===== src/design/sys_consts.svh =====
// -------------------------------------------------------------------------
// Address map, register offsets and sizing constants
// -------------------------------------------------------------------------

`ifndef SYS_CONSTS_SVH
`define SYS_CONSTS_SVH

// Top address byte of each slave
`define SYS_BASE_RAM    8'h00
`define SYS_BASE_GPIO   8'h02
`define SYS_BASE_TIMER  8'h05

// RAM depth in 32-bit words
`define SYS_RAM_WORDS   256
// Cycles the slaves stay in reset after rst_n rises
`define SYS_RST_HOLD    16

// GPIO byte offsets
`define GPIO_REG_OUT    0
`define GPIO_REG_OE     4
`define GPIO_REG_IN     8

// Timer byte offsets
`define TMR_REG_LOAD    0
`define TMR_REG_COUNT   4
`define TMR_REG_CTRL    8
`define TMR_REG_STATUS  12

`endif


===== src/design/sys_pkg.sv =====
// -------------------------------------------------------------------------
// Shared types for the peripheral bus subsystem
// Bus structs for the forward and return directions, timer state enum
// and the byte lane merge helper used by the writable slaves
// -------------------------------------------------------------------------

package sys_pkg;

    // Master to slave, 69 bits
    typedef struct packed {
        logic        valid;
        logic [31:0] addr;
        logic [31:0] wdata;
        // All zero marks a read
        logic [3:0]  wstrb;
    } bus_fwd_t;

    // Slave to master, 33 bits, zero when not selected
    typedef struct packed {
        logic        ready;
        logic [31:0] rdata;
    } bus_ret_t;

    // Timer FSM
    typedef enum logic [1:0] {
        TMR_IDLE = 2'd0,
        TMR_RUN  = 2'd1,
        TMR_DONE = 2'd2
    } timer_state_e;

    // Replace the bytes of old_word selected by strb
    function automatic logic [31:0] merge_bytes(input logic [31:0] old_word,
                                                input logic [31:0] new_word,
                                                input logic [3:0]  strb);
        logic [31:0] res;
        res = old_word;
        for (int i = 0; i < 4; i++) begin
            if (strb[i]) res[8*i +: 8] = new_word[8*i +: 8];
        end
        return res;
    endfunction

endpackage


===== src/design/gpio_regs.sv =====
// -------------------------------------------------------------------------
// GPIO slave
// OUT and OE registers driving the pads, synchronized IN register
// -------------------------------------------------------------------------

`timescale 1ns/1ps

`include "sys_consts.svh"

module gpio_regs #(
    parameter logic [7:0] BASE_ADDR = 8'h00
) (
    input  logic              clk,
    input  logic              rst_n,
    input  sys_pkg::bus_fwd_t bus_fwd,
    output sys_pkg::bus_ret_t bus_ret,
    input  logic [31:0]       gpio_in,
    output logic [31:0]       gpio_out,
    output logic [31:0]       gpio_oe
);

    import sys_pkg::*;

    logic        acc;
    logic        wr;
    logic [7:0]  ofs;
    logic [31:0] in_meta;
    logic [31:0] in_sync;
    logic [31:0] rd_word;

    assign acc = bus_fwd.valid && (bus_fwd.addr[31:24] == BASE_ADDR) && !bus_ret.ready;
    assign wr  = acc && (bus_fwd.wstrb != 4'b0000);
    assign ofs = bus_fwd.addr[7:0];

    // Two flop synchronizer, second stage is the IN register
    always_ff @(posedge clk) begin
        in_meta <= gpio_in;
        in_sync <= in_meta;
    end

    // Register read mux, unmapped offsets read zero
    always_comb begin
        case (ofs)
            8'(`GPIO_REG_OUT): rd_word = gpio_out;
            8'(`GPIO_REG_OE):  rd_word = gpio_oe;
            8'(`GPIO_REG_IN):  rd_word = in_sync;
            default:           rd_word = '0;
        endcase
    end

    // Pad registers, IN is read only and ignores writes
    always_ff @(posedge clk) begin
        if (!rst_n) begin
            gpio_out <= '0;
            gpio_oe  <= '0;
        end else if (wr) begin
            if (ofs == 8'(`GPIO_REG_OUT))
                gpio_out <= merge_bytes(gpio_out, bus_fwd.wdata, bus_fwd.wstrb);
            if (ofs == 8'(`GPIO_REG_OE))
                gpio_oe <= merge_bytes(gpio_oe, bus_fwd.wdata, bus_fwd.wstrb);
        end
    end

    // One cycle response
    always_ff @(posedge clk) begin
        if (!rst_n) begin
            bus_ret.ready <= 1'b0;
            bus_ret.rdata <= '0;
        end else begin
            bus_ret.ready <= acc;
            bus_ret.rdata <= acc ? rd_word : '0;
        end
    end

endmodule


===== config.mk =====
export PLATFORM = sky130hd
export DESIGN_NAME = gpio_regs
export DESIGN_NICKNAME = d
export VERILOG_FILES = /design/src/design/sys_pkg.sv /design/src/design/gpio_regs.sv
export VERILOG_INCLUDE_DIRS = /design/src /design/src/design
export SDC_FILE = /design/constraint.sdc
export NUM_CORES = 1
export LEC_CHECK = 0
export BUFFER_PORTS_ARGS = -buffer_cell sky130_fd_sc_hd__buf_2
export CAP_MARGIN = 40
export CORE_MARGIN = 10
export CORE_UTILIZATION = 45
export DETAILED_ROUTE_END_ITERATION = 16
export PLACE_DENSITY = 0.74
export SETUP_SLACK_MARGIN = 0.15
export SYNTH_ARGS = -nofsm -noshare
export SYNTH_HDL_FRONTEND = slang
export SYNTH_SLANG_ARGS = --single-unit

===== constraint.sdc =====
create_clock -name clk -period 2.85 [get_ports clk]
set_clock_uncertainty 0.1 [all_clocks]
set_input_delay 0 -clock clk [delete_from_list [all_inputs] [get_ports clk]]
set_output_delay 0 -clock clk [all_outputs]
set_load 0.01 [all_outputs]

==> results.cfg <==
[finish]
areaGrowthSynthToFinish_pct = 42.5
multi_input_area_sq_um = 1930
final_util_pct = 66.2
fillerInstances = 881
area.sequential_sq_um = 3220
finish.net_count = 860
layout-drive-gt1-share_pct = 29.3

[route]
routedWlPerCell_microns = 17.9
drt_first_iter_violations = 249
detailroute.wirelength.met3_microns = 1260
wl_met1_microns = 6380
topRoutingLayerUsed = met4
drtAntennaViolNets = 0
drt_pre_antenna_iters = 4
wl_met2_microns = 8360
detail_route.vias_per_cell = 4.87
route.vias.total = 4441
post-route-drc-count = 0
wl_microns = 16400

[min_path]
hold_path_class = input pin to flop

[logic_synthesis]
synth.top_cells.by_count = sky130_fd_sc_hd__dfxtp_1 (161), sky130_fd_sc_hd__nand2_1 (98), sky130_fd_sc_hd__mux2i_1 (96)
syn-instance-count = 503
postSynthNetCount = 606
yosys.cell_count.top_type = sky130_fd_sc_hd__dfxtp_1
syn-cell-area_sq_um = 5350
synth.distinct_cells = 18
ys.warnings.count = 0
synth_top_area_cell = sky130_fd_sc_hd__dfxtp_1
share_of_the_yosys_chip_area_belonging_to_registers_pct = 60.3
post_synth_top_area_share_pct = 60.3
synth_ff_type = sky130_fd_sc_hd__dfxtp_1
synth_async_sr_flop_share_pct = 0
main_area_contributors_after_synthesis = sky130_fd_sc_hd__dfxtp_1 (60%), sky130_fd_sc_hd__mux2i_1 (18%), sky130_fd_sc_hd__nand2_1 (6.9%)
postSynthRegisterBits = 161
synth_edf_count = 0
post_synth.cell_area_avg_sq_um = 10.6

[clock_tree]
clkSlewWorstSetupHoldPaths_ps = 60
clkSinkCount = 161
clockRootBuffer = sky130_fd_sc_hd__clkbuf_16
cts_max_level = 4
cts-resized-gates = 0
clock_latency_ps = 420
cts_buffers = 17
clk_path_buf_depth = 2
cts_tree = done

[sta]
worst_tran_pin_value_ps = 911
hold_slack_ps = 66.0
finalSetupViolCount = 0
layout_worst_path_cycle_share_pct = 90.8
fmax_mhz = 386
final-max-slew-violation-count = 0
post-route-min-period_ps = 2590
setup-tns-final_ps = 0
rsz_0062_raised_after_global_routing = no
max_slew_margin_pct = 39.2
timing_hold_violations_final = 0

[die]
initial_core_util_pct = 46.4
coreArea_sq_um = 11500
die_ar_sq_um = 16600
io_pins = 200
num_rows = 39
die-height_microns = 129
chipWidth_microns = 129

[setup_path]
path_max_fanout = 8
worst_ep_arrival_time_ps = 2790
worstSetupPathType = flop to flop
data_required_critical_path_ps = 3050
worst_setup_path_start_kind = flop
worst_setup_ep_type = flop

[global_route]
via_count_of_the_first_global_routing_pass = 4735
grt_first_pass_wirelength_microns = 25400
grt_max_degree = 97
antenna_found_initial = 1
grt.overflow.total = 0
grt_util_all_layers_pct = 19.7

[placed_design]
gp_congestion = 0.808
place.detailed.hpwl_microns = 10800
placement.io_buffers = 183

[power]
power-per-cell-area_nw_per_um2 = 610
ir_worst_vdd_mv = 0.524
p_leak_uw = 0.00366
post-layout-total-power_uw = 4650

[status]
status = finished, final reports clean

[job]
timing.max_cap.violations = 0
==> per-layer routing <==
| metal | global-route usage [%] | up-vias |
|---|---|---|
| met5 | 0 | - |
| met2 | 34.6 | 164 |
| met3 | 7.06 | 24 |
| li1 | - | 2165 |
| met1 | 21.2 | 2088 |
| met4 | 8.23 | 0 |
==> cell usage in the layout (no fill, tap or decap), types with 2 or more instances in the layout <==
cell type / Yosys / layout
sky130_fd_sc_hd__a21oi_1: 32 / 32
sky130_fd_sc_hd__nor4_2: 3 / 3
sky130_fd_sc_hd__nor2_1: 65 / 65
sky130_fd_sc_hd__clkinvlp_4: 0 / 2
sky130_fd_sc_hd__nand3_4: 4 / 4
sky130_fd_sc_hd__buf_2: 4 / 183
sky130_fd_sc_hd__dfxtp_1: 161 / 161
sky130_fd_sc_hd__dlygate4sd3_1: 0 / 78
sky130_fd_sc_hd__clkinv_2: 0 / 3
sky130_fd_sc_hd__mux2i_1: 96 / 96
sky130_fd_sc_hd__and3_1: 4 / 4
sky130_fd_sc_hd__clkbuf_1: 18 / 3
sky130_fd_sc_hd__buf_4: 0 / 5
sky130_fd_sc_hd__clkbuf_16: 0 / 17
sky130_fd_sc_hd__nand2_1: 98 / 98
sky130_fd_sc_hd__clkinv_4: 0 / 2
==> timing repair <==
action,CTS,global route
hold endpoints to repair,97,0
buffers inserted,0,0
hold buffers,78,0
==> worst max-delay path, stage by stage, from the launching register on <==
cell	delay, ps
sky130_fd_sc_hd__dfxtp_1	320
sky130_fd_sc_hd__nor4b_1	430
sky130_fd_sc_hd__and4_1	490
sky130_fd_sc_hd__buf_4	210
sky130_fd_sc_hd__nand3_4	170
sky130_fd_sc_hd__mux2i_1	180
sky130_fd_sc_hd__dlygate4sd3_1	560
==> sequential cells by signal, indices dropped and copies added, names as in the netlist <==
| register | cells |
|---|---|
| bus_ret | 33 |
| gpio_oe | 32 |
| gpio_out | 32 |
| in_meta | 32 |
| in_sync | 32 |
==> cells by family after synthesis <==
kind of cell	synth area share (%)
multiplexers	18.0
AO/OA/AOI/OAI	3.14
buffers and inverters	3.74
AND/OR/NAND/NOR	14.9
flip-flops	60.3
==> worst paths after layout <==
kind	depth (start not counted)	endpoint	slack [ps]	start
worst max-delay path	6	gpio_out[6]	260	bus_ret[32]
worst min-delay path	4	bus_ret[24]	70	bus_fwd[39]
worst max register to register	6	gpio_out[6]	260	bus_ret[32]
worst min register to register	0	in_sync[22]	230	in_meta[22]
==> per-stage QoR <==
stage	std cells	setup slack (ps)	instance area (sq um)
global route	912	156	7620
global placement	803	698	6300
floorplan	503	1250	5350
finish	912	263	7620
CTS	911	261	7620
detailed placement	803	592	6300
==> layout make-up <==
cell class                 instances  area share, %
sequential                       161           42.3
multi-input combinational        310           25.3
timing repair buffer             267           23.0
clock buffer                      21           5.91
tap                              143           2.35
clock inverter                     9           1.13
antenna                            1         0.0328
==> where the power goes <==
part / internal (uW) / switching [uW]
sequential: 2300 / 12.1
combinational: 135 / 115
clock: 1210 / 877
Note: power is estimated with default switching activity, not from simulation.
