## config.mk

```make
export PLATFORM = sky130hd
export DESIGN_NAME = timer_irq
export DESIGN_NICKNAME = d
export VERILOG_FILES = /design/src/design/sys_pkg.sv /design/src/design/timer_irq.sv
export VERILOG_INCLUDE_DIRS = /design/src /design/src/design
export SDC_FILE = /design/constraint.sdc
export NUM_CORES = 1
export LEC_CHECK = 0
export BUFFER_PORTS_ARGS = -buffer_cell sky130_fd_sc_hd__buf_2
export CELL_PAD_IN_SITES_DETAIL_PLACEMENT = 0
export CELL_PAD_IN_SITES_GLOBAL_PLACEMENT = 1
export CORE_MARGIN = 4
export CORE_UTILIZATION = 39
export CTS_CLUSTER_SIZE = 40
export DETAILED_ROUTE_END_ITERATION = 10
export PLACE_DENSITY = 0.86
export SYNTH_ARGS = -nofsm -noshare
export SYNTH_HDL_FRONTEND = slang
export SYNTH_SLANG_ARGS = --single-unit
export TNS_END_PERCENT = 1
```

## constraint.sdc

```tcl
create_clock -name clk -period 2.6 [get_ports clk]
set_input_delay 0.13 -clock clk [delete_from_list [all_inputs] [get_ports clk]]
set_output_delay 0.13 -clock clk [all_outputs]
set_load 0.01 [all_outputs]
```

## src/design/sys_consts.svh

```systemverilog
// -------------------------------------------------------------------------
// Address map, register offsets and sizing constants
// -------------------------------------------------------------------------

`ifndef SYS_CONSTS_SVH
`define SYS_CONSTS_SVH

// Top address byte of each slave
`define SYS_BASE_RAM    8'h00
`define SYS_BASE_GPIO   8'h02
`define SYS_BASE_TIMER  8'h05

// RAM depth in 32-bit words
`define SYS_RAM_WORDS   256
// Cycles the slaves stay in reset after rst_n rises
`define SYS_RST_HOLD    16

// GPIO byte offsets
`define GPIO_REG_OUT    0
`define GPIO_REG_OE     4
`define GPIO_REG_IN     8

// Timer byte offsets
`define TMR_REG_LOAD    0
`define TMR_REG_COUNT   4
`define TMR_REG_CTRL    8
`define TMR_REG_STATUS  12

`endif

```

## src/design/sys_pkg.sv

```systemverilog
// -------------------------------------------------------------------------
// Shared types for the peripheral bus subsystem
// Bus structs for the forward and return directions, timer state enum
// and the byte lane merge helper used by the writable slaves
// -------------------------------------------------------------------------

package sys_pkg;

    // Master to slave, 69 bits
    typedef struct packed {
        logic        valid;
        logic [31:0] addr;
        logic [31:0] wdata;
        // All zero marks a read
        logic [3:0]  wstrb;
    } bus_fwd_t;

    // Slave to master, 33 bits, zero when not selected
    typedef struct packed {
        logic        ready;
        logic [31:0] rdata;
    } bus_ret_t;

    // Timer FSM
    typedef enum logic [1:0] {
        TMR_IDLE = 2'd0,
        TMR_RUN  = 2'd1,
        TMR_DONE = 2'd2
    } timer_state_e;

    // Replace the bytes of old_word selected by strb
    function automatic logic [31:0] merge_bytes(input logic [31:0] old_word,
                                                input logic [31:0] new_word,
                                                input logic [3:0]  strb);
        logic [31:0] res;
        res = old_word;
        for (int i = 0; i < 4; i++) begin
            if (strb[i]) res[8*i +: 8] = new_word[8*i +: 8];
        end
        return res;
    endfunction

endpackage

```

## src/design/timer_irq.sv

```systemverilog
// -------------------------------------------------------------------------
// Down counting timer slave
// LOAD, COUNT, CTRL and STATUS registers, one shot or auto reload,
// level interrupt from the expired flag
// -------------------------------------------------------------------------

`timescale 1ns/1ps

`include "sys_consts.svh"

module timer_irq #(
    parameter logic [7:0] BASE_ADDR = 8'h00
) (
    input  logic              clk,
    input  logic              rst_n,
    input  sys_pkg::bus_fwd_t bus_fwd,
    output sys_pkg::bus_ret_t bus_ret,
    output logic              irq
);

    import sys_pkg::*;

    timer_state_e state;
    logic         acc;
    logic         wr;
    logic [7:0]   ofs;
    logic [31:0]  load_q;
    logic [31:0]  count_q;
    // Bit 0 enable, bit 1 auto reload, bit 2 interrupt enable
    logic [2:0]   ctrl_q;
    logic         expired;
    logic [31:0]  ctrl_new;
    logic [31:0]  rd_word;

    assign acc      = bus_fwd.valid && (bus_fwd.addr[31:24] == BASE_ADDR) && !bus_ret.ready;
    assign wr       = acc && (bus_fwd.wstrb != 4'b0000);
    assign ofs      = bus_fwd.addr[7:0];
    assign ctrl_new = merge_bytes({29'b0, ctrl_q}, bus_fwd.wdata, bus_fwd.wstrb);
    assign irq      = expired & ctrl_q[2];

    always_comb begin
        case (ofs)
            8'(`TMR_REG_LOAD):   rd_word = load_q;
            8'(`TMR_REG_COUNT):  rd_word = count_q;
            8'(`TMR_REG_CTRL):   rd_word = {29'b0, ctrl_q};
            8'(`TMR_REG_STATUS): rd_word = {31'b0, expired};
            default:             rd_word = '0;
        endcase
    end

    // ---------------------------------------------------------------------------
    // Counter FSM and registers
    // ---------------------------------------------------------------------------
    // Later statements win, so a CTRL write overrides counting
    always_ff @(posedge clk) begin
        if (!rst_n) begin
            state   <= TMR_IDLE;
            load_q  <= '0;
            count_q <= '0;
            ctrl_q  <= '0;
            expired <= 1'b0;
        end else begin
            // Write one to clear, a same cycle expiry still wins
            if (wr && ofs == 8'(`TMR_REG_STATUS) && bus_fwd.wstrb[0] && bus_fwd.wdata[0])
                expired <= 1'b0;
            if (state == TMR_RUN) begin
                if (count_q <= 32'd1) begin
                    expired <= 1'b1;
                    if (ctrl_q[1]) begin
                        count_q <= load_q;
                    end else begin
                        count_q <= '0;
                        state   <= TMR_DONE;
                    end
                end else begin
                    count_q <= count_q - 32'd1;
                end
            end
            if (wr && ofs == 8'(`TMR_REG_LOAD))
                load_q <= merge_bytes(load_q, bus_fwd.wdata, bus_fwd.wstrb);
            if (wr && ofs == 8'(`TMR_REG_CTRL)) begin
                ctrl_q <= ctrl_new[2:0];
                if (ctrl_new[0]) begin
                    // Restart from the current LOAD value
                    count_q <= load_q;
                    state   <= TMR_RUN;
                end else begin
                    // Disabling drops any pending expiry too
                    state   <= TMR_IDLE;
                    expired <= 1'b0;
                end
            end
        end
    end

    // One cycle response
    always_ff @(posedge clk) begin
        if (!rst_n) begin
            bus_ret.ready <= 1'b0;
            bus_ret.rdata <= '0;
        end else begin
            bus_ret.ready <= acc;
            bus_ret.rdata <= acc ? rd_word : '0;
        end
    end

endmodule

```

==> results.yml <==
die:
  die_x_um: 117
  initial_utilization_pct: 40.0
  die_h_um: 117
  ios: 105
  core-area_sq_mm: 0.0115
  rows: 39
  dieArea_sq_mm: 0.0136
timing:
  finalHoldViolCount: 0
  slew_viol_final: 0
  slew_headroom_pct: 67.8
  clock_skew_ns: 0.00823
  rsz0062_at_grt: "false"
  setup_violations: 0
  timing.final.crit_period_ns: 2.26
  fin_crit_sh_pct: 86.9
  max_freq_mhz: 443
  setup_tns_ns: 0
  worstMarginPinSlew_ns: 0.479
yosys:
  synth-edff-count: 0
  ys_types: 55
  avgSynthCellArea_sq_um: 8.22
  syn_inst: 561
  yosys.cell_count.top_type: "nand2_1"
  synthesis.nets: 634
  ys_top_cells_by_area: "dfxtp_1 45%, nand2_1 8.8%, a21oi_1 5.4%, a22oi_1 5.4%, nor2_1 4.5%"
  yosys_most_used_dff: "dfxtp_1"
  synth_seq_cells: 103
  yosys.area.top_type: "dfxtp_1"
  yosysSeqAreaShare_pct: 44.7
  synth_common_cells: "108 x nand2_1, 103 x dfxtp_1, 55 x nor2_1"
  syn_area_sq_mm: 0.00461
  synth_top_area_share_pct: 44.7
  yosys_warnings: 0
  synthArstFlopShare_pct: 0
worst_setup_path:
  rr_startpoint: "count_q[2]$_SDFF_PN0_"
  crit_slowest_cell: "or3_1"
  cp_data_required_time_ns: 2.88
  startpoint: "count_q[2]$_SDFF_PN0_"
  crit_path_start_kind: "register"
  crit_path_end_kind: "register"
  cpLargestDelayFamily: "simple AND/OR/NAND/NOR gates"
  path_class: "reg2reg"
  max_stage_delay_ns: 0.48
  critPathBufInv: 1
  crit_fanout: 8
  arrival_ns: 2.54
  path_cells: "or3_1 > or2_2 > nor2_1 > buf_4 > and3_1 > a22oi_1 > a31oi_1"
layout:
  fin_util_pct: 47.8
  layout-drive-gt1-share_pct: 22.6
  nFillCells: 1140
  num_antenna_cells: 0
  fin_nets: 719
  areaGrowthSynthToFinish_pct: 19.3
  final_area_sq_mm: 0.00550
job:
  maxCapViolCount: 0
cts:
  cts_hold_buffers: 0
  cts_made_buffers: 9
  cts.clk_slew.worst_paths_ns: 0.07
  cts_root_buffer: "clkbuf_16"
  numClockSinks: 103
  cts_setup_buffers: 0
  cts_buffer_depth: 2
  htree_num_levels: 3
  cts_tree: "yes"
  insertion_delay_ns: 0.35
  ctsResizeCount: 0
route:
  drc: 0
  ant_nets: 0
  viasPerCell: 5.39
  vias: 4278
  drt_iter0_drc: 346
  first_pass_iters: 5
  wire_per_inst_um: 15.1
  routed_wl_mm: 12.0
pwr:
  power.leakage_nw: 2.08
  ir_worst_vdd_mv: 0.342
  cellPowerDensity_mw_per_mm2: 541
grt:
  grt_max_degree: 33
  grt_pass1_vias: 4190
  grt_pass1_wl_mm: 19.9
  antenna_found_initial: 0
  grtUsageTotal_pct: 18.6
  grt.overflow.total: 0
placed_design:
  port_buffers: 88
  gp_congestion: 0.864
  hpwl_mm: 8.73
  placed_area_sq_mm: 0.00522
worst_hold_path:
  hp-class: "in2reg"
  min_from: "bus_fwd[24]"
outcome:
  status: "finished, final reports clean"
==> worst register-to-register path: stages (launching register included) <==
cell	delay, ns
dfxtp_1	0.38
or3_1	0.48
or2_2	0.35
nor2_1	0.22
buf_4	0.20
and3_1	0.26
a22oi_1	0.11
a31oi_1	0.19
==> worst paths after layout <==
| check | end | cells past startpoint | slack [ns] |
|---|---|---|---|
| worst min-delay path | load_q[20]$_SDFFE_PN0P_ | 3 | 0.01 |
| worst max-delay path | count_q[26]$_SDFF_PN0_ | 7 | 0.34 |
| worst max register to register | count_q[26]$_SDFF_PN0_ | 7 | 0.34 |
| worst min register to register | count_q[16]$_SDFF_PN0_ | 2 | 0.47 |
==> cell families after synthesis <==
group                    count (synthesis)  synth area share [%]
XOR/XNOR                                19                  3.61
flip-flops                             103                  44.7
AND/OR/NAND/NOR                        259                  26.8
buffers and inverters                   36                  3.64
adder cells (fa/ha/maj)                  2                 0.543
AO/OA/AOI/OAI                          138                  19.5
multiplexers                             4                  1.17
==> power by group <==
part	internal [W]	switching, W	leakage [nW]
combinational	0.0000403	0.0000529	1.12
clock	0.000738	0.000571	0.135
sequential	0.00158	0.0000000141	0.829
==> metrics by stage <==
| stage | hold slack [ns] | power (W) | std cells | setup WS (ns) |
|---|---|---|---|---|
| CTS | 0.00126 | 0.00302 | 793 | 0.343 |
| finish | 0.0138 | 0.00298 | 793 | 0.340 |
| detailed placement | 0.377 | 0.00171 | 778 | 0.367 |
| floorplan | 0.270 | 0.00165 | 561 | 0.527 |
| global route | 0.0191 | 0.00309 | 793 | 0.192 |
| global placement | 0.379 | 0.00171 | 778 | 0.395 |
==> sequential cells by signal, indices dropped and copies added, names as in the netlist <==
register and cells:
expired 1, load_q 32, state 2, count_q 32, ctrl_q 3, bus_ret 33
==> per-layer routing <==
layer / global-route usage (%) / vias to the layer above / routed length [um]
li1: - / 2162 / -
met1: 23.2 / 1975 / 5480
met2: 30.8 / 122 / 5620
met3: 5.08 / 19 / 687
met4: 6.35 / 0 / 203
met5: 0 / - / 0
==> final cells by class <==
type                       count  area (sq um)  area share, %
inverter                       3          11.3          0.205
clock inverter                 4          47.5          0.864
tap                          143           179           3.25
multi-input combinational    422          2390           43.4
sequential                   103          2060           37.5
timing repair buffer         107           583           10.6
clock buffer                  11           233           4.23
==> layout by cell type, fill, tap and decap left out, drive strengths merged, types with 4 or more instances in the layout <==
cell / Yosys / layout
a21oi: 50 / 50
a22oi: 33 / 33
and2: 8 / 8
buf: 6 / 107
clkbuf: 27 / 11
dfxtp: 103 / 103
nand2: 108 / 108
nand3: 13 / 13
nor2: 55 / 55
nor2b: 4 / 4
nor3: 20 / 20
nor4: 22 / 22
o211ai: 4 / 4
o21ai: 29 / 29
or3: 12 / 12
xnor2: 16 / 16
Note: power is estimated with default switching activity, not from simulation.
