==> src/design/sys_consts.svh <==
// -------------------------------------------------------------------------
// Address map, register offsets and sizing constants
// -------------------------------------------------------------------------

`ifndef SYS_CONSTS_SVH
`define SYS_CONSTS_SVH

// Top address byte of each slave
`define SYS_BASE_RAM    8'h00
`define SYS_BASE_GPIO   8'h02
`define SYS_BASE_TIMER  8'h05

// RAM depth in 32-bit words
`define SYS_RAM_WORDS   256
// Cycles the slaves stay in reset after rst_n rises
`define SYS_RST_HOLD    16

// GPIO byte offsets
`define GPIO_REG_OUT    0
`define GPIO_REG_OE     4
`define GPIO_REG_IN     8

// Timer byte offsets
`define TMR_REG_LOAD    0
`define TMR_REG_COUNT   4
`define TMR_REG_CTRL    8
`define TMR_REG_STATUS  12

`endif

==> src/design/reset_gen.sv <==
// -------------------------------------------------------------------------
// Reset stretcher
// Holds the internal slave reset low for a fixed count after rst_n rises
// -------------------------------------------------------------------------

`timescale 1ns/1ps

`include "sys_consts.svh"

module reset_gen (
    input  logic clk,
    input  logic rst_n,
    output logic sys_rst_n
);

    // Wide enough to hold the full hold count
    localparam int CW = $clog2(`SYS_RST_HOLD + 1);

    logic [CW-1:0] cnt;
    logic          cnt_full;

    assign cnt_full = (cnt == CW'(`SYS_RST_HOLD));

    // Saturating count, restarted by every external reset
    always_ff @(posedge clk) begin
        if (!rst_n) begin
            cnt       <= '0;
            sys_rst_n <= 1'b0;
        end else begin
            if (!cnt_full) cnt <= cnt + 1'b1;
            // Registered so release lands exactly HOLD edges after the first
            sys_rst_n <= cnt_full;
        end
    end

endmodule

==> config.mk <==
export PLATFORM = sky130hd
export DESIGN_NAME = reset_gen
export DESIGN_NICKNAME = d
export VERILOG_FILES = /design/src/design/reset_gen.sv
export VERILOG_INCLUDE_DIRS = /design/src /design/src/design
export SDC_FILE = /design/constraint.sdc
export NUM_CORES = 1
export LEC_CHECK = 0
export ABC_CLOCK_PERIOD_IN_PS = 1500
export BUFFER_PORTS_ARGS = -buffer_cell sky130_fd_sc_hd__buf_2
export CAP_MARGIN = 20
export CORE_AREA = 4 4 41 43
export DETAILED_ROUTE_END_ITERATION = 12
export DIE_AREA = 0 0 45 47
export HOLD_SLACK_MARGIN = 0.06
export PLACE_DENSITY_LB_ADDON = 0.08
export SLEW_MARGIN = 20
export SYNTH_ARGS = -nofsm -noshare
export SYNTH_HDL_FRONTEND = slang
export SYNTH_SLANG_ARGS = --single-unit
==> constraint.sdc <==
create_clock -name clk -period 1.5 [get_ports clk]
set_input_delay 0 -clock clk [delete_from_list [all_inputs] [get_ports clk]]
set_output_delay 0 -clock clk [all_outputs]
set_load 0.005 [all_outputs]
==> results.toml, run 1 <==
[die]
io_pins = 3
die_area_sq_um = 2120
dieHeight_microns = 47
start_util = 0.218
core-area_sq_um = 1300
rows = 13
die_x_microns = 45

[final_layout]
diodes = 0
final_common_cell = "dfxtp_1"
final-seq-area_sq_um = 120
final_util = 0.258
finalNetCount = 39
fillers = 150
syn_to_final_growth_pct = 18.1
final_cell_mix = "dfxtp_1 (6), nand2_1 (4), mux2i_1 (3), clkbuf_4 (3)"
multi_input_area_sq_um = 156
fin_area_sq_um = 335
drive_above_1_share = 0.212

[sta]
max-slew-margin-rel = 0.878
fin_crit_ps = 1150
fin_crit_sh = 0.766
worstMarginPinSlew_ps = 183
setup_tns_ps = 0
finClkSkew_ps = 2.96
slew_violations = 0
fmax_mhz = 870
setup_viol = 0
hold_violations = 0
rsz0062_at_grt = "no"
hold_slack_ps = 76.2

[place]
post_dp_cell_area_sq_um = 313
numPortBuffers = 2
dp_hpwl_microns = 352
gp_congestion = 0.706

[synth]
ys_types = 16
yosysTopAreaCell = "dfxtp_1"
ys_ff_latch = 6
synth_nets = 32
yosysSeqAreaShare = 0.423
synth_area_leaders = "dfxtp_1 (42%), mux2i_1 (11%), ha_1 (8.8%), and4bb_4 (5.7%), nand2_1 (5.3%)"
syn_area_sq_um = 284
synth_warnings = 0
synth_area_per_cell_sq_um = 10.1
syn_inst = 28
netlist.area_leader.share = 0.423

[cts]
cts_sinks = 6
clockBufferDepth = 2
cts-root-buf = "clkbuf_4"
post_cts_buffers = 0
path_clk_slew_ps = 50
cts-resized-gates = 0
ctsHoldBuffers = 0
cts_made_buffers = 3
cts_tree = "yes"
htreeDepth = 1
clkLatencyLatePin_ps = 250

[pwr]
p_per_area_nw_per_um2 = 1060
power.total_uw = 357
ir_worst_vdd_v = 0.000505
p_leak_uw = 0.000137

[route]
vias = 200
routed_wl_microns = 491
antenna_left = 0
dr.pass1.iters = 4
post_drt_via_cell_ratio = 4.17
wl_per_cell_microns = 10.2
drt_iter0_drc = 4
drc = 0

[global_routing]
grt_pass1_wl_microns = 855
grt_pass1_vias = 192
met2_usage = 0.0847
grt_max_degree = 10
grt_remaining_overflow = 0
met1_usage = 0.0618
antenna_found_initial = 0
busiest_layer = "met4"
grt_use_met3 = 0.0345
grt_usage = 0.0641

[run_status]
status = "completed"

[worst_setup_path]
crit_path_max_fanout = 6
reg2reg_depth = 4
arrival_ps = 1290
rr_startpoint = "cnt[0]"
worstPathRequired_ps = 1640
start_kind = "flip-flop"
critPathCaptureType = "flip-flop"
crit_type = "flip-flop to flip-flop"
setup.worst_path.end = "sys_rst_n"
startpoint = "cnt[0]"
reg2reg_to = "sys_rst_n"
r2r_slack_ps = 350

[min_path]
hold_path_class = "primary input to flip-flop"

[flow_run]
maxCapViolations = 0
logic make-up after synthesis:
kind of cell | count (synthesis) | synth area share
simple gates | 12 | 0.291
flops | 6 | 0.423
mux | 3 | 0.106
compound gates | 2 | 0.0352
buf+inv | 2 | 0.0264
fa+ha+maj | 2 | 0.0881
xor+xnor | 1 | 0.0308
flip-flops by register name, indices dropped and copies added, names as in the netlist:
name and cells:
cnt 5, sys_rst_n 1
layout make-up:
class	instances	area share
multi-input cells	20	0.466
inverters	2	0.0224
flip-flops and latches	6	0.358
clock buffers	3	0.0672
well taps	15	0.0560
repair buffers	2	0.0299
power by group:
part | switching [uW] | internal (uW) | total (uW) | leakage (uW)
Clock | 63.2 | 90.9 | 154 | 0.0000138
Sequential | 9.48 | 167 | 177 | 0.0000490
Combinational | 12.9 | 13.6 | 26.6 | 0.0000740
Total | 85.6 | 272 | 357 | 0.000137
stage by stage:
stage               instances  setup slack, ps
global route               48              297
global placement           45              372
detailed placement         45              345
finish                     48              351
CTS                        48              341
floorplan                  28              444
routing by layer:
| metal | wire length [microns] | vias up |
|---|---|---|
| met5 | 0 | - |
| met4 | 31 | 0 |
| met3 | 23 | 4 |
| met2 | 182 | 5 |
| met1 | 253 | 85 |
| li1 | - | 106 |
worst min path at each step:
| stage | cells after the start | start | endpoint |
|---|---|---|---|
| global route | 3 | rst_n | cnt[4] |
| global placement | 3 | rst_n | cnt[1] |
| CTS | 2 | rst_n | sys_rst_n |
| floorplan | 1 | rst_n | sys_rst_n |
| finish | 2 | rst_n | sys_rst_n |
| detailed placement | 2 | rst_n | sys_rst_n |
cell usage after synthesis (all sizes together):
cell type and count:
a21oi 1, and2 1, and4 1, and4bb 1, dfxtp 6, ha 2, inv 2, mux2i 3
nand2 4, nand2b 1, nand3 1, nor3 1, nor3b 1, o21ai 1, or2b 1, xnor2 1
critical path: stages, from the launching register on:
cell,delay [ps]
dfxtp_1,410
inv_1,70
ha_1,200
and4bb_4,220
and2_1,150
(Power assumes the default switching activity.)
==> run 2: changes to the inputs <==
- ABC_AREA: unset -> 1
- ABC_CLOCK_PERIOD_IN_PS: 1500 -> 1100
- clock period: 1.5 -> 1.1 ns (I/O delays scaled with it)
==> run 2 against run 1 <==
  * Design area is 1.1% higher
  * Count of clock-buffer cells in the layout unchanged
  * Worst hold slack better by 440 ps
  * Non-clock buffer count is 1 higher
  * Combinational power grew 35%
  * Utilization increased by 0.29 points
  * Sequential share of layout area about the same
  * Register-to-register slack worse by 270 ps
  * Clock power rose by 31%
  * Via count increased by 21%
  * Critical endpoint is now cnt[0]
  * Highest routed layer unchanged
==> results.toml, run 2 <==
[pwr]
internal_power_uw = 369
p_leak_uw = 0.000165
p_sw_frac = 0.229
p_seq_frac = 0.504
clockPowerShare = 0.421
power_switching_uw = 109
ir_worst_vdd_v = 0.000447
p_per_area_nw_per_um2 = 1410
power_frac_comb = 0.075

[synth]
synth_top_flop_cell = "dfxtp_1"
yosys-top-cells-count = "nand2_1 (8), dfxtp_1 (6), inv_1 (6), nor2_1 (5), nand3_1 (4)"
ys_types = 10
syn_area_sq_um = 277
synth_most_common_cell = "nand2_1"
ys_ff_latch = 6
synth_top_family_by_area = "simple AND/OR/NAND/NOR gates"
syn_inst = 37
synth_warnings = 0
synth_edf_count = 0
synth_area_leaders = "dfxtp_1 (43%), nand2_1 (11%), ha_1 (9.0%), inv_1 (8.1%), nand3_1 (7.2%)"
yosys-mux-area-fraction = 0
synth_compound_area_frac = 0
netlist.area_leader.share = 0.434
async_reset_ff_frac = 0
yosysTopAreaCell = "dfxtp_1"
synth_nets = 41
yosys.area_share.simple = 0.362
synth_area_per_cell_sq_um = 7.47
synth-xor-area-share = 0.0317
synth_fa_ha_area_frac = 0.0905
yosysSeqAreaShare = 0.434

[route]
wl_per_cell_microns = 8.62
drt_iter0_drc = 9
wl_met1_microns = 231
drc = 0
top_layer_used = "met4"
vias = 242
dr.pass1.iters = 3
route.met2.wl_microns = 232
wl_met3_microns = 22
post_drt_via_cell_ratio = 4.17
antenna_left = 0
routed_wl_microns = 500

[sta]
finClkSkew_ps = 7.83
fin_crit_ps = 1020
max-slew-margin-rel = 0.873
setup_viol = 0
slew_violations = 0
setup_tns_ps = 0
hold_violations = 0
worstMarginPinSlew_ps = 191
fmax_mhz = 979
fin_crit_sh = 0.928
rsz0062_at_grt = "no"

[place]
gp_congestion = 0.725
post_dp_cell_area_sq_um = 305
dp_hpwl_microns = 394
numPortBuffers = 2

[worst_setup_path]
critPathCaptureType = "flip-flop"
arrival_ps = 1200
crit_path_max_fanout = 5
crit_type = "flip-flop to flip-flop"
worstPathRequired_ps = 1280
start_kind = "flip-flop"

[cts]
clockBufferDepth = 2
cts-root-buf = "clkbuf_4"
path_clk_slew_ps = 40
post_cts_buffers = 0
cts_made_buffers = 3
clkLatencyLatePin_ps = 250
cts_sinks = 6
htreeDepth = 1
cts_tree = "yes"

[die]
die_area_sq_um = 2120
start_util = 0.212
dieHeight_microns = 47
die_x_microns = 45
io_pins = 3
core-area_sq_um = 1300
rows = 13

[final_layout]
fillers = 155
final_common_cell = "nand2_1"
diodes = 0
finalNetCount = 49
final_cell_mix = "nand2_1 (8), inv_1 (6), nor2_1 (5), dfxtp_1 (5), nand3_1 (4)"
largest_register_ffs = 5
drive_above_1_share = 0.186
fin_area_sq_um = 339
final_util = 0.261
regMostFlops = "cnt"
syn_to_final_growth_pct = 22.6
reg_top3 = "cnt: 5 flops, sys_rst_n: 1 flops"

[global_routing]
grt_pass1_vias = 200
grt_remaining_overflow = 0
grt_usage = 0.0625
antenna_found_initial = 0
grt_max_degree = 8
grt_pass1_wl_microns = 814

[flow_run]
maxCapViolations = 0

[min_path]
hold_path_class = "flip-flop to flip-flop"

[run_status]
status = "completed"
-- run 2: cell count changes after synthesis, moves of 3 or more --
cell	delta
mux2i_1	-3
nand3_1	+3
nand2_1	+4
nor2_1	+5
inv_1	+4
nand4_1	+3
-- run 2: cells by family after synthesis --
group / after synthesis
flip-flops: 6
AND/OR/NAND/NOR: 22
buffers and inverters: 6
adder cells (fa/ha/maj): 2
XOR/XNOR: 1
-- run 2: timing repair --
item                                    in CTS  in global routing
endpoints found under the hold margin        3                  0
resized for setup                            0                  1
endpoints found under the setup margin       0                  3
hold buffers                                 1                  0
-- run 2: final timing paths --
| kind | start | end | cells past startpoint | slack [ps] |
|---|---|---|---|---|
| max reg2reg | cnt[1] | cnt[0] | 7 | 80 |
| min reg2reg | cnt[0] | cnt[0] | 2 | 510 |
| min | cnt[0] | cnt[0] | 2 | 510 |
| max | cnt[1] | cnt[0] | 7 | 80 |
-- run 2: power by group through the flow --
stage	registers [uW]	clock network, uW	logic [uW]
floorplan	241	0	24.4
global placement	244	0	32.9
detailed placement	245	0	33.8
CTS	240	219	36.7
global route	241	225	40.3
finish	241	201	35.8
-- run 2: area by class of cell --
| type | instances | area, sq um | share of cell area |
|---|---|---|---|
| timing repair buffer | 3 | 20.0 | 0.0590 |
| tap | 15 | 18.8 | 0.0554 |
| sequential | 6 | 121 | 0.358 |
| clock buffer | 3 | 22.5 | 0.0664 |
| inverter | 6 | 22.5 | 0.0664 |
| multi-input combinational | 25 | 134 | 0.395 |
-- run 2: worst max-delay path, stage by stage, from the launching register on --
cell	delay, ps
dfxtp_1	390
inv_1	60
ha_1	170
nand2_1	60
inv_1	60
nand2_2	80
nand3_1	70
nand2_1	60
-- run 2: through the flow --
step           total power [uW]  setup WS, ps  hold WS (ps)  cells
2_1_floorplan               266           144           120     37
3_3_place_gp                277          28.8           290     54
3_5_place_dp                278          19.6           294     54
4_1_cts                     496          21.8           540     58
5_1_grt                     507          8.43           555     58
6_report                    478          79.0           511     58
-- run 2: metal layers --
layer	vias to the layer above	track usage
met2	6	0.0763
met5	-	0
met1	102	0.0638
met4	0	0.0877
li1	130	-
met3	4	0.0345
==> run 3: changes to the inputs <==
- ABC_AREA: 1 -> unset
==> run 3 against run 2 <==
  * Flip-flop and latch count is the same
  * Highest routed layer unchanged
  * Power grew 5.9%
  * Non-clock buffer count grew 3
  * Utilization grew 3.6 points
  * Final cell count shrank 10%
  * Fmax is essentially flat
  * Worst hold slack lost 470 ps
  * Critical endpoint unchanged
  * Wire length grew 0.40%
  * Setup slack lost 0.62 ps
  * Design area grew 14%
  * Count of clock-buffer cells in the layout is the same
  * Die area is the same
==> results.toml, run 3 (synthesized netlist as in run 1, its figures left out) <==
[global_routing]
antenna_found_initial = 0
grt_pass1_vias = 194
grt_pass1_wl_microns = 855
grt_max_degree = 10
grt_usage = 0.0681
grt_remaining_overflow = 0

[route]
post_drt_via_cell_ratio = 4.27
drt_iter0_drc = 1
routed_wl_microns = 502
dr.pass1.iters = 2
drc = 0
wl_per_cell_microns = 9.65
antenna_left = 0
vias = 222

[sta]
hold_slack_ps = 38.5
slew_violations = 0
setup_viol = 0
hold_violations = 0
rsz0062_at_grt = "yes"
worstMarginPinSlew_ps = 158
fin_crit_sh = 0.929
finClkSkew_ps = 2.13
max-slew-margin-rel = 0.894
fin_crit_ps = 1020
fmax_mhz = 979
fin_ws_ps = 78.4

[worst_setup_path]
r2r_slack_ps = 80
crit_family = "flip-flops"
arrival_ps = 1190
worstPathRequired_ps = 1270
crit_path_max_fanout = 4
reg2reg_depth = 4
crit_cells = 4
start_kind = "flip-flop"
crit_path_max_incr_delay_ps = 320
startpoint = "cnt[1]"
setup.worst_path.end = "cnt[0]"
critPathCaptureType = "flip-flop"
path_buf_inv = 1
critPathSlowestCell = "dfxtp_2"
crit_type = "flip-flop to flip-flop"
rr_startpoint = "cnt[1]"
reg2reg_to = "cnt[0]"
crit_chain = "inv_2 > ha_4 > and4bb_4 > mux2i_1"

[final_layout]
syn_to_final_growth_pct = 35.7
largest_register_ffs = 5
drive_above_1_share = 0.378
fin_cells = 52
reg_top3 = "cnt: 5 flops, sys_rst_n: 1 flops"
fillers = 149
diodes = 0
final-seq-area_sq_um = 123
regMostFlops = "cnt"
final_cell_mix = "nand2_1 (4), dfxtp_1 (4), mux2i_1 (3), clkbuf_4 (3)"
finalNetCount = 43
multi_input_area_sq_um = 169

[die]
die_area_sq_um = 2120
rows = 13
start_util = 0.218
dieHeight_microns = 47
io_pins = 3
core-area_sq_um = 1300
die_x_microns = 45

[flow_run]
maxCapViolations = 0

[run_status]
status = "completed"

[cts]
cts-root-buf = "clkbuf_4"
cts_tree = "yes"
htreeDepth = 1
post_cts_buffers = 0
cts_made_buffers = 3
path_clk_slew_ps = 50
cts_sinks = 6
clockBufferDepth = 2
clkLatencyLatePin_ps = 240

[place]
dp_hpwl_microns = 347
place_inst = 47
gp_congestion = 0.675
place_ws_ps = 64.3
numPortBuffers = 2

[pwr]
p_per_area_nw_per_um2 = 1310
p_leak_uw = 0.000156
ir_worst_vdd_v = 0.000511

[min_path]
hold_path_class = "primary input to flip-flop"
-- run 3: changes by cell type in the layout (fill, tap and decap cells not counted), sizes merged, moves of 2 or more --
cell,delta
nor2,-6
nand2,-5
inv,-4
mux2i,+3
nand3,-3
nand4,-3
buf,+2
-- run 3: worst register-to-register path, stage by stage, from the launching register on --
cell      delay, ps
dfxtp_2         320
inv_2            60
ha_4            120
and4bb_4        270
mux2i_1         180
-- run 3: routing by layer --
layer | vias up | GRT usage | part of all wire
li1 | 116 | - | -
met3 | 5 | 0.0690 | 0.11
met5 | - | 0 | 0
met2 | 6 | 0.0763 | 0.42
met4 | 0 | 0.0702 | 0.042
met1 | 95 | 0.0664 | 0.42
-- run 3: worst min path at each step --
stage                     cells past startpoint  start         to  slack, ps
after floorplan                               1  rst_n  sys_rst_n        120
after global placement                        3  rst_n     cnt[3]        330
after detailed placement                      3  rst_n     cnt[3]        330
after CTS                                     3  rst_n     cnt[3]         60
after global routing                          3  rst_n     cnt[3]         50
final                                         3  rst_n     cnt[3]         40
-- run 3: where the power goes --
| part | leakage, uW | switching [uW] | total, uW | internal [uW] |
|---|---|---|---|---|
| Clock | 0.0000138 | 80.7 | 204 | 123 |
| Combinational | 0.0000926 | 29.3 | 65.1 | 35.8 |
| Sequential | 0.0000495 | 7.67 | 237 | 229 |
-- run 3: metrics by stage --
stage | utilization | cell area [sq um] | total power, uW | setup TNS [ps]
6_report | 0.296 | 385 | 506 | 0
5_1_grt | 0.296 | 385 | 560 | -5.20
4_1_cts | 0.269 | 350 | 505 | 0
3_5_place_dp | 0.252 | 328 | 292 | 0
3_3_place_gp | 0.252 | 328 | 292 | 0
2_1_floorplan | - | 284 | 268 | 0
-- run 3: cell type report --
type / instances / area share
multi-input cells: 20 / 0.438
well taps: 15 / 0.0487
clock buffers: 3 / 0.0584
inverters: 2 / 0.0195
flip-flops and latches: 6 / 0.318
repair buffers: 6 / 0.117
-- run 3: timing repair --
item,in CTS,in global routing
hold buffers,0,2
resized for setup,0,6
endpoints found under the hold margin,0,2
setup endpoints to repair,0,1
